$ cat config.mk
export PLATFORM = sky130hd
export DESIGN_NAME = crtc_top
export DESIGN_NICKNAME = d
export VERILOG_FILES = /design/src/verilog/crtc_cfg_pkg.sv /design/src/verilog/raster_pkg.sv /design/src/verilog/crtc_regs.sv /design/src/verilog/raster_axis.sv /design/src/verilog/char_fetch.sv /design/src/verilog/crtc_top.sv
export VERILOG_INCLUDE_DIRS = /design/src /design/src/verilog
export SDC_FILE = /design/constraint.sdc
export NUM_CORES = 1
export LEC_CHECK = 0
export ABC_AREA = 1
export CORE_AREA = 2 2 138 106
export CTS_BUF_LIST = sky130_fd_sc_hd__clkbuf_8 sky130_fd_sc_hd__clkbuf_16
export DETAILED_ROUTE_END_ITERATION = 10
export DIE_AREA = 0 0 140 108
export DONT_BUFFER_PORTS = 1
export PLACE_DENSITY = 0.85
export SLEW_MARGIN = 20
export SYNTH_ARGS = -nofsm -noshare
export SYNTH_HDL_FRONTEND = slang
export SYNTH_SLANG_ARGS = --single-unit
$ cat constraint.sdc
create_clock -name pixel_clk_i -period 7.8 [get_ports pixel_clk_i]
set_input_delay 0.39 -clock pixel_clk_i [delete_from_list [all_inputs] [get_ports pixel_clk_i]]
set_output_delay 0.39 -clock pixel_clk_i [all_outputs]
set_load 0.02 [all_outputs]
$ cat src/verilog/crtc_consts.svh
`ifndef CRTC_CONSTS_SVH
`define CRTC_CONSTS_SVH

// Register indices, 6545 order
`define CRTC_R0                 5'd0    // Horizontal total (-1)
`define CRTC_R1                 5'd1    // Horizontal displayed
`define CRTC_R2                 5'd2    // Horizontal sync position
`define CRTC_R3                 5'd3    // Sync widths, v in 7:4 and h in 3:0
`define CRTC_R4                 5'd4    // Vertical total (-1)
`define CRTC_R5                 5'd5    // Vertical adjust in scanlines
`define CRTC_R6                 5'd6    // Vertical displayed
`define CRTC_R7                 5'd7    // Vertical sync position
`define CRTC_R9                 5'd9    // Scan lines per character row (-1)

// Reset values, roughly NTSC timing
`define CRTC_R0_DEFAULT         8'd63
`define CRTC_R1_DEFAULT         8'd40
`define CRTC_R2_DEFAULT         8'd48
`define CRTC_R3_DEFAULT         8'h15
`define CRTC_R4_DEFAULT         8'd32
`define CRTC_R5_DEFAULT         5'd0
`define CRTC_R6_DEFAULT         8'd25
`define CRTC_R7_DEFAULT         8'd28
`define CRTC_R9_DEFAULT         5'd7

`define CRTC_CHAR_WIDTH         7       // Pixels per character (-1)

// Bus map, RAM below this bit and character ROM above
`define CRTC_ROM_BASE_BIT       11

`endif

$ cat src/verilog/crtc_cfg_pkg.sv
package crtc_cfg_pkg;

    // Register selector on the write port
    typedef logic [4:0] reg_index_t;

    // Character count or index along one axis
    typedef logic [7:0] char_count_t;

    // Pixels or scanlines within a character (-1)
    typedef logic [4:0] pixel_count_t;

    // Sync width in characters, 0 stands for 16
    typedef logic [3:0] sync_width_t;

    // Programmed timing of one raster axis
    typedef struct packed {
        pixel_count_t   pixel_size;     // Steps per character (-1)
        char_count_t    total;          // Characters per line or frame (-1)
        char_count_t    displayed;      // Visible characters
        char_count_t    sync_start;     // Character where sync begins
        sync_width_t    sync_width;     // Sync length in characters
        pixel_count_t   adjust;         // Extra steps after the last character
    } axis_cfg_t;

endpackage

$ cat src/verilog/raster_pkg.sv
package raster_pkg;

    // Phase of a raster axis within its line or frame
    typedef enum logic [2:0] {
        ACTIVE,                         // Visible characters
        FRONT,                          // Blank before sync
        SYNC,                           // Sync pulse
        BACK,                           // Blank after sync
        ADJUST                          // Extra steps past the total
    } axis_state_t;

    // Running position of one axis
    typedef struct packed {
        crtc_cfg_pkg::char_count_t    char_index;   // Current character
        crtc_cfg_pkg::pixel_count_t   pixel_index;  // Step within the character
        logic                         first;        // First step of the character
        logic                         last;         // Last step of the character
        logic                         line_end;     // Last step of the last character
        logic                         active;       // Visible area
        logic                         sync;         // Sync pulse
    } axis_pos_t;

    // Shared RAM and ROM address bus
    typedef logic [11:0] bus_addr_t;

endpackage

$ cat src/verilog/crtc_regs.sv
`timescale 1ns/1ps
`include "crtc_consts.svh"

module crtc_regs (
    input  logic                        pixel_clk_i,
    input  logic                        reset_i,
    input  crtc_cfg_pkg::reg_index_t    reg_sel_i,
    input  logic [7:0]                  reg_data_i,
    input  logic                        reg_write_i,
    output crtc_cfg_pkg::axis_cfg_t     h_cfg_o,
    output crtc_cfg_pkg::axis_cfg_t     v_cfg_o
);
    crtc_cfg_pkg::char_count_t      h_total;
    crtc_cfg_pkg::char_count_t      h_displayed;
    crtc_cfg_pkg::char_count_t      h_sync_pos;
    logic [7:0]                     sync_widths;    // R3, both nibbles
    crtc_cfg_pkg::char_count_t      v_total;
    crtc_cfg_pkg::pixel_count_t     v_adjust;
    crtc_cfg_pkg::char_count_t      v_displayed;
    crtc_cfg_pkg::char_count_t      v_sync_pos;
    crtc_cfg_pkg::pixel_count_t     scan_lines;

    always_ff @(posedge pixel_clk_i or posedge reset_i) begin
        if (reset_i) begin
            h_total     <= `CRTC_R0_DEFAULT;
            h_displayed <= `CRTC_R1_DEFAULT;
            h_sync_pos  <= `CRTC_R2_DEFAULT;
            sync_widths <= `CRTC_R3_DEFAULT;
            v_total     <= `CRTC_R4_DEFAULT;
            v_adjust    <= `CRTC_R5_DEFAULT;
            v_displayed <= `CRTC_R6_DEFAULT;
            v_sync_pos  <= `CRTC_R7_DEFAULT;
            scan_lines  <= `CRTC_R9_DEFAULT;
        end else if (reg_write_i) begin
            case (reg_sel_i)
                `CRTC_R0: h_total     <= reg_data_i;
                `CRTC_R1: h_displayed <= reg_data_i;
                `CRTC_R2: h_sync_pos  <= reg_data_i;
                `CRTC_R3: sync_widths <= reg_data_i;
                `CRTC_R4: v_total     <= reg_data_i;
                `CRTC_R5: v_adjust    <= reg_data_i[4:0];
                `CRTC_R6: v_displayed <= reg_data_i;
                `CRTC_R7: v_sync_pos  <= reg_data_i;
                `CRTC_R9: scan_lines  <= reg_data_i[4:0];
                default: ;                                  // R8 and unknown indices
            endcase
        end
    end

    // Horizontal cells are fixed width and never adjust
    assign h_cfg_o.pixel_size = crtc_cfg_pkg::pixel_count_t'(`CRTC_CHAR_WIDTH);
    assign h_cfg_o.total      = h_total;
    assign h_cfg_o.displayed  = h_displayed;
    assign h_cfg_o.sync_start = h_sync_pos;
    assign h_cfg_o.sync_width = sync_widths[3:0];
    assign h_cfg_o.adjust     = '0;

    // Vertical character fields are 7 bits wide on the 6545
    assign v_cfg_o.pixel_size = scan_lines;
    assign v_cfg_o.total      = {1'b0, v_total[6:0]};
    assign v_cfg_o.displayed  = {1'b0, v_displayed[6:0]};
    assign v_cfg_o.sync_start = {1'b0, v_sync_pos[6:0]};
    assign v_cfg_o.sync_width = sync_widths[7:4];
    assign v_cfg_o.adjust     = v_adjust;

endmodule

$ cat src/verilog/raster_axis.sv
`timescale 1ns/1ps

module raster_axis (
    input  logic                        pixel_clk_i,
    input  logic                        reset_i,
    input  logic                        step_i,
    input  crtc_cfg_pkg::axis_cfg_t     cfg_i,
    output raster_pkg::axis_pos_t       pos_o
);
    crtc_cfg_pkg::pixel_count_t     pixel_count;    // Step within character or adjust
    crtc_cfg_pkg::char_count_t      char_count;
    crtc_cfg_pkg::char_count_t      next_char;
    crtc_cfg_pkg::char_count_t      sync_end;       // First character after sync
    raster_pkg::axis_state_t        state;
    raster_pkg::axis_state_t        next_state;
    logic                           first_step;
    logic                           last_step;
    logic                           in_adjust;
    logic                           adjust_done;

    assign first_step  = pixel_count == '0;
    assign last_step   = pixel_count == cfg_i.pixel_size;
    assign in_adjust   = state == raster_pkg::ADJUST;
    assign adjust_done = pixel_count == cfg_i.adjust - 5'd1;
    assign next_char   = char_count + 8'd1;

    // Width 0 encodes a 16 character pulse
    assign sync_end = cfg_i.sync_start
                    + {3'b000, cfg_i.sync_width == '0, cfg_i.sync_width};

    // State seen by the character that starts next
    always_comb begin
        next_state = state;
        if (next_char == sync_end)
            next_state = raster_pkg::BACK;
        else if (next_char == cfg_i.sync_start)
            next_state = raster_pkg::SYNC;
        else if (next_char == cfg_i.displayed)
            next_state = raster_pkg::FRONT;
    end

    always_ff @(posedge pixel_clk_i or posedge reset_i) begin
        if (reset_i) begin
            pixel_count <= '0;
            char_count  <= '0;
            state       <= raster_pkg::ACTIVE;
        end else if (step_i) begin
            if (in_adjust) begin
                if (adjust_done) begin                      // Adjust over, restart
                    pixel_count <= '0;
                    char_count  <= '0;
                    state       <= raster_pkg::ACTIVE;
                end else begin
                    pixel_count <= pixel_count + 5'd1;
                end
            end else if (last_step) begin
                pixel_count <= '0;
                if (char_count == cfg_i.total) begin
                    if (cfg_i.adjust != '0) begin
                        state <= raster_pkg::ADJUST;        // Char index holds at total
                    end else begin
                        char_count <= '0;
                        state      <= raster_pkg::ACTIVE;
                    end
                end else begin
                    char_count <= next_char;
                    state      <= next_state;
                end
            end else begin
                pixel_count <= pixel_count + 5'd1;
            end
        end
    end

    assign pos_o.char_index  = char_count;
    assign pos_o.pixel_index = pixel_count;
    assign pos_o.first       = first_step;
    assign pos_o.last        = last_step;
    assign pos_o.line_end    = last_step && (char_count == cfg_i.total) && !in_adjust;
    assign pos_o.active      = state == raster_pkg::ACTIVE;
    assign pos_o.sync        = state == raster_pkg::SYNC;

endmodule

$ cat src/verilog/char_fetch.sv
`timescale 1ns/1ps
`include "crtc_consts.svh"

module char_fetch (
    input  logic                        pixel_clk_i,
    input  logic                        reset_i,
    input  raster_pkg::axis_pos_t       h_pos_i,
    input  raster_pkg::axis_pos_t       v_pos_i,
    input  crtc_cfg_pkg::char_count_t   h_displayed_i,
    output raster_pkg::bus_addr_t       bus_addr_o,
    input  logic [7:0]                  bus_data_i,
    output logic                        video_o
);
    localparam int RAM_AW = `CRTC_ROM_BASE_BIT;

    typedef logic [RAM_AW-1:0] ram_addr_t;

    ram_addr_t                  row_base;       // RAM address of column 0 in this row
    ram_addr_t                  row_base_next;
    ram_addr_t                  col_addr;       // RAM address of the cell being fetched
    raster_pkg::bus_addr_t      rom_addr;
    logic                       code_slot;
    logic                       glyph_slot;
    logic                       row_restart;
    logic                       row_advance;
    logic                       next_reverse;   // Bit 7 of the fetched code
    logic [7:0]                 glyph;
    logic [7:0]                 glyph_load;
    logic [7:0]                 shifter;
    logic                       reverse;
    logic                       show;           // Display enable, one cell late

    assign code_slot  = h_pos_i.pixel_index == 5'd1;
    assign glyph_slot = h_pos_i.pixel_index == 5'd2;

    // Frame wrap or v sync restarts the row base
    assign row_restart = v_pos_i.sync || (h_pos_i.line_end && v_pos_i.line_end);
    assign row_advance = h_pos_i.line_end && v_pos_i.last && v_pos_i.active;

    always_comb begin
        row_base_next = row_base;
        if (row_restart)
            row_base_next = '0;
        else if (row_advance)
            row_base_next = row_base + ram_addr_t'(h_displayed_i);
    end

    // Glyph row lookup straight from the code on the bus
    always_comb begin
        rom_addr                     = '0;
        rom_addr[`CRTC_ROM_BASE_BIT] = 1'b1;
        rom_addr[9:0]                = {bus_data_i[6:0], v_pos_i.pixel_index[2:0]};
    end

    assign bus_addr_o = code_slot ? rom_addr : raster_pkg::bus_addr_t'(col_addr);

    always_ff @(posedge pixel_clk_i) begin
        if (code_slot) begin
            next_reverse <= bus_data_i[7];
        end
        if (glyph_slot) begin
            glyph <= bus_data_i;
        end
    end

    // A 3 pixel cell loads the shifter in the glyph slot itself
    assign glyph_load = glyph_slot ? bus_data_i : glyph;

    always_ff @(posedge pixel_clk_i or posedge reset_i) begin
        if (reset_i) begin
            row_base <= '0;
            col_addr <= '0;
            shifter  <= '0;
            reverse  <= 1'b0;
            show     <= 1'b0;
        end else begin
            row_base <= row_base_next;
            if (h_pos_i.line_end) begin
                col_addr <= row_base_next;                  // Column 0 of the next line
            end else if (h_pos_i.last) begin
                col_addr <= col_addr + 1'b1;
            end
            if (h_pos_i.last) begin
                shifter <= glyph_load;
                reverse <= next_reverse;
                show    <= h_pos_i.active & v_pos_i.active;
            end else begin
                shifter <= {shifter[6:0], 1'b0};            // MSB first
            end
        end
    end

    assign video_o = (shifter[7] ^ reverse) & show;

endmodule

$ cat src/verilog/crtc_top.sv
`timescale 1ns/1ps

module crtc_top (
    input  logic                        pixel_clk_i,
    input  logic                        reset_i,

    input  crtc_cfg_pkg::reg_index_t    reg_sel_i,
    input  logic [7:0]                  reg_data_i,
    input  logic                        reg_write_i,    // One clock strobe

    output raster_pkg::bus_addr_t       bus_addr_o,     // RAM below the ROM bit, ROM above
    input  logic [7:0]                  bus_data_i,     // Valid one clock after address

    output logic                        h_sync_o,
    output logic                        v_sync_o,
    output logic                        h_active_o,
    output logic                        v_active_o,
    output logic                        video_o
);
    crtc_cfg_pkg::axis_cfg_t    h_cfg;
    crtc_cfg_pkg::axis_cfg_t    v_cfg;
    raster_pkg::axis_pos_t      h_pos;
    raster_pkg::axis_pos_t      v_pos;

    crtc_regs regs (
        .pixel_clk_i (pixel_clk_i),
        .reset_i     (reset_i),
        .reg_sel_i   (reg_sel_i),
        .reg_data_i  (reg_data_i),
        .reg_write_i (reg_write_i),
        .h_cfg_o     (h_cfg),
        .v_cfg_o     (v_cfg)
    );

    raster_axis h_axis (
        .pixel_clk_i (pixel_clk_i),
        .reset_i     (reset_i),
        .step_i      (1'b1),                    // One pixel per clock
        .cfg_i       (h_cfg),
        .pos_o       (h_pos)
    );

    raster_axis v_axis (
        .pixel_clk_i (pixel_clk_i),
        .reset_i     (reset_i),
        .step_i      (h_pos.line_end),          // One scanline per line
        .cfg_i       (v_cfg),
        .pos_o       (v_pos)
    );

    char_fetch fetch (
        .pixel_clk_i   (pixel_clk_i),
        .reset_i       (reset_i),
        .h_pos_i       (h_pos),
        .v_pos_i       (v_pos),
        .h_displayed_i (h_cfg.displayed),
        .bus_addr_o    (bus_addr_o),
        .bus_data_i    (bus_data_i),
        .video_o       (video_o)
    );

    assign h_sync_o   = h_pos.sync;
    assign v_sync_o   = v_pos.sync;
    assign h_active_o = h_pos.active;
    assign v_active_o = v_pos.active;

endmodule

After elaboration in Yosys (flattened, before gate mapping)
Index checks and enable logic that the tools add are counted.
Cells by class
  equal/unequal tests: 29
  mux-type cells: 37
  $add $sub $neg: 9
  bitwise logic cells: 3
  reduce and logical (&&, ||, !) cells: 34
Operators by type and width (number)
  2-to-1 mux 8 bit: 11
  2-to-1 mux 3 bit: 15
  2-to-1 mux 11 bit: 4
  == test 8 bit: 5
  2-to-1 mux 5 bit: 6
  == test 5 x 3 -> 1 bit (second input constant): 5
  == test 8 x 7 -> 1 bit: 3
  AND reduction 2 bit: 10
  adder 8 x 1 -> 8 bit (second input constant): 2
  == test 5 x 2 -> 1 bit (second input constant): 3
  nonzero test 5 bit: 3
  2-to-1 mux 12 bit: 1
  adder 11 x 1 -> 11 bit (second input constant): 1
  adder 11 x 8 -> 11 bit: 1
  adder 5 x 1 -> 5 bit (second input constant): 2
  == test 5 x 1 -> 1 bit (second input constant): 2
  == test 5 bit: 2
  adder 7 x 5 -> 8 bit: 1
  adder 8 x 5 -> 8 bit: 1
  logical NOT 4 bit: 2
  AND reduction 4 bit: 2
  logical AND 1 bit: 7
  == test 3 x 2 -> 1 bit (second input constant): 2
  == test 3 bit (second input constant): 2
  other kinds (13): 19
Word-level totals
  register bits after elaboration: 136
  output and inout bits: 17

Depth between registers and ports, before layout
Gate-level depths: netlist of run 1.
  depth in word-level cells: 8
  mapped depth: 17

Hierarchy
Synthesis of run 1 repeated with hierarchy kept, for this count alone.
Unflattened totals
  cell total of the unflattened synthesis: 1305
  area total of the unflattened synthesis: 9451.6 um2
Modules (own cells, without submodules)
  crtc_regs: sequential area each 1605.3 um2, cells an instance 315, area each 2772.7 um2, times used 1
  char_fetch: sequential area each 991.0 um2, cells an instance 340, area each 2481.1 um2, times used 1
  raster_axis (h_axis): sequential area each 400.4 um2, cells an instance 327, area each 2173.3 um2, times used 1
  raster_axis (v_axis): sequential area each 400.4 um2, cells an instance 322, area each 2020.7 um2, times used 1
  crtc_top: sequential area each 0.0 um2, cells an instance 1, area each 3.8 um2, times used 1

Least setup slack after synthesis of run 1
Ideal clock, no wire load.
  kind: register -> register
  start: register regs.sync_widths[4]
  end: register v_axis.state[0]
  stages on the path, launching flop included: 15
  data required time: 7.679 ns
  data arrival time: 2.058 ns
  path buffers: 0
  setup slack: 5.622 ns
  library setup time: 0.121 ns
  cell sequence: dfstp_2 -> ha_1 -> inv_1 -> fa_1 -> xnor2_1 -> nor2_1 -> nand2_1 -> nor2_1 -> nand3_1 -> nor2_1 -> nand3_1 -> nand3_1 -> nand2_1 -> nand2_1 -> o21ai_1
On the way
  word-level cells in the longest chain between the ends: 7
  elaborated cells on any way between the ends: 9
  classes of those cells: add/sub: 1; eq/ne: 1; mux: 4; reduce/logical: 3
Ends and longest elaborated chain
  start, declared: RTL line crtc_regs.sv:16  | logic [7:0] sync_widths;
  start signal, assigned: RTL line crtc_regs.sv:28  | sync_widths <= `CRTC_R3_DEFAULT;
  start signal, assigned: RTL line crtc_regs.sv:39  | `CRTC_R3: sync_widths <= reg_data_i;
  logical NOT 4 bit: RTL line raster_axis.sv:29  | + {3'b000, cfg_i.sync_width == '0, cfg_i.sync_width};
  adder 7 x 5 -> 8 bit *: RTL line raster_axis.sv:29
  == test 8 bit *: RTL line raster_axis.sv:34  | if (next_char == sync_end)
  2-to-1 mux 3 bit: RTL line raster_axis.sv:34
  2-to-1 mux 3 bit: RTL line raster_axis.sv:58  | if (char_count == cfg_i.total) begin
  2-to-1 mux 3 bit: RTL line raster_axis.sv:56  | end else if (last_step) begin
  2-to-1 mux 3 bit: RTL line raster_axis.sv:48  | if (in_adjust) begin
  end signal, assigned: RTL line raster_axis.sv:52  | state <= raster_pkg::ACTIVE;
  end signal, assigned: RTL line raster_axis.sv:60  | state <= raster_pkg::ADJUST;
  end signal, assigned: RTL line raster_axis.sv:63  | state <= raster_pkg::ACTIVE;
  end, declared: RTL line raster_axis.sv:14  | raster_pkg::axis_state_t state;
Mark *: on every way between the ends. The rest lies on a longest branch, timed or not. The select of a mux whose other input is x is not followed.
A chain may end at the register's enable or synchronous reset.

Final worst setup path of run 1
  start: register h_axis.pixel_count[1]
  end: output port bus_addr_o[1]
On the way
  word-level cells in the longest chain between the ends: 2
Ends and longest elaborated chain
  start, declared: RTL line raster_axis.sv:10  | crtc_cfg_pkg::pixel_count_t pixel_count;
  start signal, assigned: RTL line raster_axis.sv:54  | pixel_count <= pixel_count + 5'd1;
  start signal, assigned: RTL line raster_axis.sv:70  | pixel_count <= pixel_count + 5'd1;
  == test 5 x 1 -> 1 bit: RTL line char_fetch.sv:33  | assign code_slot = h_pos_i.pixel_index == 5'd1;
  2-to-1 mux 12 bit: RTL line char_fetch.sv:55  | assign bus_addr_o = code_slot ? rom_addr : raster_pkg::bus_addr_t'(col_addr);
  end, declared: RTL line crtc_top.sv:11  | output raster_pkg::bus_addr_t bus_addr_o,
Every way passes these cells.

==> impl_metrics.tcl, run 1 <==
set metrics [dict create \
    status "finished clean" \
    synth.cell_area_um2 8130 \
    max-slew-margin-rel 0.313 \
    nets 1155 \
    ys_warn_count 0 \
    grt_antenna_before_repair 0 \
    seq_area_frac_synth 0.415 \
    cts_tree "built" \
    gp_congestion 0.897 \
    crit_cells 4 \
    drc_errors 0 \
    drt_wl_total_mm 19.9 \
    hold_path.class "in2reg" \
    portBuffers 0 \
    chipHeight_um 108 \
    period_minus_slack_ps 2930 \
    cts.sinks 135 \
    cts.clk_slew.worst_paths_ps 60 \
    grt_usage 0.274 \
    dp_hpwl_mm 14.2 \
    critPathTopFamily "compound AO/OA/AOI/OAI gates" \
    startpoint "h_axis.pixel_count[1]$_DFF_PP0_" \
    fillers 1085 \
    syn_inst 1102 \
    cts_max_level 4 \
    finalHoldViolations 0 \
    start_util 0.595 \
    initialDrtViolationCount 593 \
    drtPass1Iterations 5 \
    ff2ff_path_depth 12 \
    slowest_delay_ps 970 \
    path_cells "inv_1 > ha_1 > nand3_1 > o21ai_0" \
    n_antenna_cell 0 \
    synth-seq-cells 135 \
    die_x_um 140 \
    max_cap_violations 0 \
    tightestPinTransition_ps 1030 \
    design.core.area_um2 13700 \
    areaGrowthSynthToFinish_pct 8.45 \
    antenna_left 0 \
    cts_made_buffers 17 \
    regToRegSetupSlack_ps 5170 \
    critPathKind "reg2out" \
    async_flop_share 0.933 \
    fmax_mhz 341 \
    crit_fanout 22 \
    syn_area_per_cell_um2 7.38 \
    finalMaxSlewViolations 0 \
    worst_setup_path_end_kind "output port" \
    overflow 0 \
    grt_first_pass_wirelength_mm 32.8 \
    ir_drop_mv 0.195 \
    synthesis.nets 1156 \
    ctsResizeCount 0 \
    vias 7237 \
    synthFlopType "dfrtp_1" \
    fin_crit_sh 0.376 \
    r2r-end "fetch.col_addr[10]$_DFFE_PP0P_" \
    clk_latency_ps 420 \
    setup_tns_ps 0 \
    ios 41 \
    timing.rr.start "h_axis.pixel_count[0]$_DFF_PP0_" \
    cp.required_ps 7410 \
    power_leakage_nw 4.53 \
    clockRootBuffer "clkbuf_16" \
    vias_per_cell 5.61 \
    cp-endpoint "bus_addr_o[1]" \
    finalSetupViolCount 0 \
    routedWlPerCell_um 15.4 \
    synth_cell_types 49 \
    worstPathArrival_ps 2540 \
    crit_path_top_delay_cell "o21ai_0" \
    grt_pass1_vias 6651 \
    path_buf_inv 1 \
    rows 37 \
    clockBufferDepth 2 \
    drive_gt1_frac 0.0727 \
    rsz0062_at_grt "false" \
    hp-start "bus_data_i[7]" \
    grt_max_degree 75 \
    p_total_mw 2.53 \
    finClkSkew_ps 10.1 \
    synth_edf_count 1 \
    dieArea_um2 15100 \
    power_density_nw_per_um2 287 \
    critPathLaunchType "register" \
]
==> stage by stage <==
stage          std cells   util  setup slack [ps]  hold slack [ps]  area, um2
2_1_floorplan       1102      -              4090              422       8130
3_3_place_gp        1256  0.604              5330              397       8250
3_5_place_dp        1256  0.604              5250              403       8250
4_1_cts             1289  0.646              4920             60.6       8820
5_1_grt             1289  0.646              4760             52.1       8820
6_report            1289  0.646              4870             66.4       8820
==> how the worst min path moves through the flow <==
stage                     cells past startpoint                                end
after detailed placement                      1  v_axis.pixel_count[4]$_DFFE_PP0P_
after floorplan                               2             fetch.glyph[7]$_DFF_P_
after global placement                        1  v_axis.pixel_count[4]$_DFFE_PP0P_
final                                         0       fetch.next_reverse$_DFFE_PP_
after global routing                          0       fetch.next_reverse$_DFFE_PP_
after CTS                                     0       fetch.next_reverse$_DFFE_PP_
==> worst register-to-register path, cell delays in order, from the launching register on <==
cell     delay [ps]
dfrtp_1         420
ha_1            230
nand2_1         130
nor3_4           50
inv_2           250
nor2_4          180
nand2_1         110
nor2_1           40
nor2_1          580
inv_2           190
nor2_1          200
nand2_1          70
o21ai_1          90
==> registers in the layout, summed over array words and instances, names as in the netlist, 8 cells and up <==
name               flops
fetch.row_base        11
regs.h_sync_pos        8
h_axis.char_count      8
v_axis.char_count      8
regs.h_total           8
fetch.glyph            8
regs.h_displayed       8
fetch.col_addr        11
fetch.shifter          8
regs.sync_widths       8
==> cell usage after synthesis (all sizes together) (9+ instances only) <==
cell | number | area, um2
nand2 | 370 | 1390
o21ai | 100 | 508
a21oi | 21 | 116
nand3 | 76 | 385
nor2 | 75 | 294
xor2 | 43 | 377
dfstp | 23 | 604
nand3b | 9 | 67.6
clkbuf | 13 | 48.8
nand4 | 22 | 144
nor3 | 9 | 56.3
inv | 135 | 507
buf | 11 | 76.3
ha | 27 | 338
xnor2 | 15 | 131
dfrtp | 103 | 2580
==> final cells by class <==
cell class	instances	area, um2	share of cell area
clock buffers	17	425	0.0482
multi-input cells	806	4120	0.467
repair buffers	4	32.5	0.00369
flip-flops and latches	135	3370	0.382
well taps	175	219	0.0248
clock inverters	15	133	0.0150
inverters	137	518	0.0587
==> cells in the final DEF (no fill, tap or decap), drive strengths merged, types with 22 or more instances in the layout <==
cell type | synthesis | layout
inv | 135 | 138
nand3 | 76 | 76
dfrtp | 103 | 103
nand2 | 370 | 370
o21ai | 100 | 100
nor2 | 75 | 75
ha | 27 | 27
dfstp | 23 | 23
nand4 | 22 | 22
xor2 | 43 | 43
==> where the power goes <==
part / total (mW) / switching (mW) / internal, mW / leakage (nW)
Sequential: 0.994 / 0.149 / 0.845 / 1.66
Clock: 0.762 / 0.323 / 0.439 / 0.271
Combinational: 0.775 / 0.481 / 0.294 / 2.60
==> cell families after synthesis <==
logic type / after synthesis / synth area share
buffers and inverters: 161 / 0.0788
muxes: 1 / 0.00123
DFF: 135 / 0.415
AOI/OAI and AO/OA: 137 / 0.0903
and+or+nand+nor: 580 / 0.304
xor gates and xnor gates: 58 / 0.0625
adders and majority gates: 30 / 0.0489
==> per-layer routing <==
layer / vias to the layer above / track usage / part of all wire
li1: 3508 / - / -
met1: 3408 / 0.392 / 0.46
met2: 284 / 0.433 / 0.45
met3: 37 / 0.0562 / 0.071
met4: 0 / 0.0707 / 0.015
met5: - / 0 / 0
==> repair_timing <==
item,4_1_cts,5_1_grt
buffers inserted,0,0
hold endpoints to repair,52,0
hold buffers,1,0
Note: power is estimated with default switching activity, not from simulation.
==> inputs of run 2 (changes only) <==
--- a/config.mk
+++ b/config.mk
@@ -7,12 +7,12 @@
 export NUM_CORES = 1
 export LEC_CHECK = 0
 export ABC_AREA = 1
-export CORE_AREA = 2 2 138 106
+export CORE_AREA = 2 2 140 108
 export CTS_BUF_LIST = sky130_fd_sc_hd__clkbuf_8 sky130_fd_sc_hd__clkbuf_16
 export DETAILED_ROUTE_END_ITERATION = 10
-export DIE_AREA = 0 0 140 108
+export DIE_AREA = 0 0 142 110
 export DONT_BUFFER_PORTS = 1
-export PLACE_DENSITY = 0.85
+export PLACE_DENSITY = 0.86
 export SLEW_MARGIN = 20
 export SYNTH_ARGS = -nofsm -noshare
 export SYNTH_HDL_FRONTEND = slang
==> constraint.sdc (replaced) <==
create_clock -name pixel_clk_i -period 2.4 [get_ports pixel_clk_i]
set_input_delay 0.12 -clock pixel_clk_i [delete_from_list [all_inputs] [get_ports pixel_clk_i]]
set_output_delay 0.12 -clock pixel_clk_i [all_outputs]
set_load 0.02 [all_outputs]
==> impl_metrics.tcl, run 2 (synthesis results as in run 1) <==
set metrics [dict create \
    fin_cells 1332 \
    grt_max_degree 127 \
    clockBufferDepth 2 \
    critPathKind "reg2reg" \
    power_density_nw_per_um2 921 \
    cts_tree "built" \
    postPlaceCellArea_um2 8480 \
    rsz0062_at_grt "true" \
    crit_fanout 4 \
    period_minus_slack_ps 2330 \
    gp_congestion 0.904 \
    fmax_mhz 429 \
    vias_per_cell 5.48 \
    critPathLaunchType "register" \
    hold_ws_ps 55.1 \
    cts.sinks 135 \
    max-slew-margin-rel 0.532 \
    tightestPinTransition_ps 702 \
    routedWlPerCell_um 15.4 \
    finalMaxSlewViolations 0 \
    n_antenna_cell 0 \
    fillers 1068 \
    dp.cells 1289 \
    areaGrowthSynthToFinish_pct 13.9 \
    p_total_mw 8.53 \
    cts_max_level 4 \
    design.core.area_um2 14200 \
    rows 38 \
    vias 7297 \
    reg_top3 "fetch.col_addr: 11 flops, fetch.row_base: 11 flops" \
    initialDrtViolationCount 799 \
    final_common_cell "nand2_1" \
    cts.clk_slew.worst_paths_ps 60 \
    worst_setup_path_end_kind "register" \
    ios 41 \
    fin_crit_sh 0.971 \
    power_leakage_nw 4.73 \
    dieArea_um2 15600 \
    grt_first_pass_wirelength_mm 33.4 \
    finalSetupViolCount 0 \
    max_cap_violations 0 \
    status "finished clean" \
    ir_drop_mv 0.573 \
    clockRootBuffer "clkbuf_16" \
    finalHoldViolations 0 \
    portBuffers 0 \
    finalInstanceArea_um2 9270 \
    die_x_um 142 \
    overflow 0 \
    clk_latency_ps 420 \
    drive_gt1_frac 0.111 \
    grt_pass1_vias 6881 \
    antenna_left 0 \
    worstPathArrival_ps 2640 \
    cp.required_ps 2710 \
    drc_errors 0 \
    nets 1193 \
    dp_hpwl_mm 13.9 \
    finClkSkew_ps 7.90 \
    cts_made_buffers 17 \
    grt_antenna_before_repair 0 \
    drtPass1Iterations 6 \
    drt_wl_total_mm 20.5 \
    start_util 0.572 \
    final_cell_mix "nand2_1 (366), inv_1 (130), dfrtp_1 (103)" \
    hold_path.class "in2reg" \
    grt_usage 0.274 \
    fin_util 0.652 \
    chipHeight_um 110 \
]
run 2: changes by cell type in the layout (fill, tap and decap cells not counted), moves of 3 or more:
cell / change
nand3_2: +4
ha_4: +3
clkinvlp_4: +3
dlygate4sd3_1: +9
buf_4: +28
nand2_2: +4
clkinv_4: -5
nand3_1: -4
nand2_1: -4
ha_1: -4
run 2: worst paths after layout:
| path | end | slack, ps | startpoint | depth (start not counted) |
|---|---|---|---|---|
| max | v_axis.state[0]$_DFFE_PP0P_ | 70 | regs.sync_widths[4]$_DFFE_PP1P_ | 14 |
| min | regs.sync_widths[1]$_DFFE_PP0P_ | 60 | reg_data_i[1] | 2 |
| max reg2reg | v_axis.state[0]$_DFFE_PP0P_ | 70 | regs.sync_widths[4]$_DFFE_PP1P_ | 14 |
| min reg2reg | fetch.shifter[6]$_DFF_PP0_ | 440 | fetch.shifter[5]$_DFF_PP0_ | 2 |
| max in group asynchronous | h_axis.char_count[2]$_DFFE_PP0N_ | 1510 | reset_i | 3 |
| min in group asynchronous | h_axis.char_count[6]$_DFFE_PP0N_ | 340 | reset_i | 3 |
run 2: routing by layer:
| metal | up-vias | global-route usage | share of wire |
|---|---|---|---|
| met2 | 268 | 0.439 | 0.46 |
| met5 | - | 0 | 0 |
| li1 | 3594 | - | - |
| met3 | 37 | 0.0661 | 0.073 |
| met4 | 0 | 0.0886 | 0.019 |
| met1 | 3398 | 0.370 | 0.45 |
run 2: timing repair:
| action | in CTS | in global routing |
|---|---|---|
| buffers inserted | 0 | 1 |
| hold endpoints to repair | 120 | 0 |
| setup endpoints to repair | 3 | 5 |
| hold buffers | 10 | 0 |
| pin swaps | 1 | 6 |
| gates resized for setup | 3 | 18 |
run 2: cell type report:
cell class              instances  area, um2  area share
clock inverters                13        130      0.0140
inverters                     137        519      0.0560
flip-flops and latches        135       3370       0.364
well taps                     180        225      0.0243
clock buffers                  19        453      0.0489
repair buffers                 42        353      0.0381
multi-input cells             806       4210       0.455
run 2: per-stage QoR:
step	setup slack (ps)	TNS, ps
final	68.8	0
after global routing	-129	-455
after CTS	24.6	0
after detailed placement	12.2	0
after global placement	95.2	0
after floorplan	222	0
run 2: power breakdown:
| group | switching, mW | total, mW | internal, mW |
|---|---|---|---|
| logic | 1.63 | 2.71 | 1.09 |
| clock network | 1.03 | 2.61 | 1.57 |
| registers | 0.465 | 3.21 | 2.75 |
run 2: worst max-delay path: stages (launching register included):
cell,delay (ps)
dfstp_2,560
ha_4,150
inv_2,30
fa_1,450
xnor2_1,140
nor2_1,110
nand2_1,70
nor2_1,100
nand3_1,80
nor2_1,120
nand3_2,120
nand3_2,110
nand2_2,80
nand2_2,60
o21ai_1,50
==> inputs of run 3 (changes only) <==
--- a/config.mk
+++ b/config.mk
@@ -7,13 +7,14 @@
 export NUM_CORES = 1
 export LEC_CHECK = 0
 export ABC_AREA = 1
-export CORE_AREA = 2 2 140 108
+export CORE_AREA = 2 2 150 115
 export CTS_BUF_LIST = sky130_fd_sc_hd__clkbuf_8 sky130_fd_sc_hd__clkbuf_16
 export DETAILED_ROUTE_END_ITERATION = 10
-export DIE_AREA = 0 0 142 110
+export DIE_AREA = 0 0 152 117
 export DONT_BUFFER_PORTS = 1
-export PLACE_DENSITY = 0.86
+export PLACE_DENSITY = 0.87
 export SLEW_MARGIN = 20
 export SYNTH_ARGS = -nofsm -noshare
 export SYNTH_HDL_FRONTEND = slang
+export SYNTH_HIERARCHICAL = 1
 export SYNTH_SLANG_ARGS = --single-unit
==> impl_metrics.tcl, run 3 <==
set metrics [dict create \
    crit_path_top_delay_cell "dfstp_2" \
    period_minus_slack_ps 2350 \
    hold_path.class "in2reg" \
    fmax_mhz 426 \
    clkPwrFrac 0.257 \
    antenna_left 0 \
    final_cell_mix "nand2_1 (429), nand3_1 (162), inv_1 (133)" \
    path_buf_inv 1 \
    grt_usage 0.279 \
    initialDrtViolationCount 889 \
    p_seq_frac 0.353 \
    critPathMostFrequentCell "nand2_1" \
    finalHoldViolations 0 \
    slowest_delay_ps 580 \
    clockBufferDepth 2 \
    crit_fanout 3 \
    grt_max_degree 39 \
    power_density_nw_per_um2 922 \
    worst_setup_path_end_kind "register" \
    fin_cells 1574 \
    use_met1 0.386 \
    dp_hpwl_mm 16.8 \
    p_int_mw 5.80 \
    cts_tree "built" \
    finalMaxSlewViolations 0 \
    hp-start "reg_sel_i[3]" \
    overflow 0 \
    gp_congestion 0.937 \
    startpoint "regs/sync_widths[4]$_DFFE_PP1P_" \
    hold_ws_ps 16.4 \
    drc_errors 0 \
    worstPathArrival_ps 2660 \
    routedWlPerCell_um 15.2 \
    drtPass1Iterations 5 \
    ios 41 \
    grt_first_pass_wirelength_mm 39.9 \
    syn_inst 1299 \
    path_cells "ha_4 > inv_2 > fa_2 > xnor2_1 > nor2_1 > nand2_1 > nor2_1 > nand2_1 > nor2_2 > nand2_2 > nand3_4 > nand2_2 > nand2_1 > nand2_1" \
    status "finished clean" \
    pwr-share-comb 0.389 \
    max_cap_violations 0 \
    reg_top3 "fetch/col_addr: 11 flops, fetch/row_base: 11 flops" \
    postPlaceCellArea_um2 9710 \
    timing.rr.start "regs/sync_widths[4]$_DFFE_PP1P_" \
    p_switching_mw 4.07 \
    pre_cts_ws_ps -8.15 \
    start_util 0.572 \
    power_leakage_nw 5.50 \
    die_x_um 152 \
    use_met2 0.444 \
    design.core.area_um2 16500 \
    dp.cells 1516 \
    p_total_mw 9.87 \
    critPathLaunchType "register" \
    synth.cell_area_um2 9420 \
    rsz0062_at_grt "true" \
    grt_antenna_before_repair 1 \
    vias 8615 \
    setup_ws_ps 54.6 \
    cts.sinks 136 \
    portBuffers 0 \
    clk_latency_ps 430 \
    cts_made_buffers 17 \
    cts_max_level 4 \
    fin_crit_sh 0.977 \
    top_usage_layer "met2" \
    use_met3 0.0626 \
    clockRootBuffer "clkbuf_16" \
    cts.clk_slew.worst_paths_ps 70 \
    finalSetupViolCount 0 \
    final_common_cell "nand2_1" \
    chipHeight_um 117 \
    nets 1402 \
    drt_wl_total_mm 24.0 \
    rows 41 \
    tightestPinTransition_ps 750 \
    dieArea_um2 17800 \
    ys_warn_count 6 \
    areaGrowthSynthToFinish_pct 13.6 \
    cp.required_ps 2720 \
    drive_gt1_frac 0.160 \
    vias_per_cell 5.47 \
    ir_drop_mv 0.910 \
    critPathKind "reg2reg" \
    max-slew-margin-rel 0.499 \
    grt_pass1_vias 8226 \
    n_antenna_cell 0 \
    switching_share 0.412 \
    finClkSkew_ps 8.94 \
    syn_area_per_cell_um2 7.25 \
    critPathTopFamily "simple AND/OR/NAND/NOR gates" \
    finalInstanceArea_um2 10700 \
]
==> run 3: layer usage <==
layer / vias to the layer above / share of wire
met5: - / 0.00042
met4: 2 / 0.013
met3: 34 / 0.079
met2: 347 / 0.46
met1: 4041 / 0.45
li1: 4191 / -
==> run 3: stage by stage <==
| step | util | TNS, ps |
|---|---|---|
| final | 0.650 | 0 |
| after global routing | 0.650 | -1870 |
| after CTS | 0.638 | 0 |
| after detailed placement | 0.590 | -20.4 |
| after global placement | 0.590 | 0 |
| after floorplan | - | 0 |
==> run 3: timing repair <==
action | 4_1_cts | 5_1_grt
gates resized for setup | 3 | 36
endpoints found under the setup margin | 6 | 39
hold buffers | 21 | 0
hold endpoints to repair | 168 | 0
setup buffers | 0 | 5
pin swaps | 1 | 15
==> run 3: path summary, 6_finish.rpt <==
kind	endpoint	slack (ps)	cells after the start
min	regs/v_sync_pos[3]$_DFFE_PP1P_	20	4
min in group asynchronous	regs/scan_lines[3]$_DFFE_PP0P_	340	2
max	v_axis/state[0]$_DFFE_PP0P_	50	14
max reg2reg	v_axis/state[0]$_DFFE_PP0P_	50	14
min reg2reg	fetch/shifter[5]$_DFF_PP0_	450	2
max in group asynchronous	regs/v_sync_pos[4]$_DFFE_PP1P_	1390	3
==> run 3: worst register-to-register path, stage by stage, from the launching register on <==
cell     delay, ps
dfstp_2        580
ha_4           160
inv_2           40
fa_2           530
xnor2_1         70
nor2_1         100
nand2_1         60
nor2_1         110
nand2_1         80
nor2_2          90
nand2_2        120
nand3_4        110
nand2_2         70
nand2_1         70
nand2_1         50
==> run 3: final cells by class <==
cell class / count / area (um2)
fillers: 1306 / 5770
multi-input cells: 979 / 5360
flip-flops and latches: 136 / 3400
inverters: 155 / 589
repair buffers: 57 / 509
clock buffers: 17 / 425
well taps: 215 / 269
clock inverters: 15 / 151
==> run 3: power groups by stage <==
| stage | sequential (mW) | clock [mW] | combinational (mW) |
|---|---|---|---|
| final | 3.49 | 2.54 | 3.84 |
| after global placement | 3.47 | 0 | 3.33 |
| after floorplan | 3.32 | 0 | 2.82 |
| after detailed placement | 3.49 | 0 | 3.46 |
| after global routing | 3.56 | 2.67 | 4.33 |
| after CTS | 3.46 | 2.56 | 3.57 |
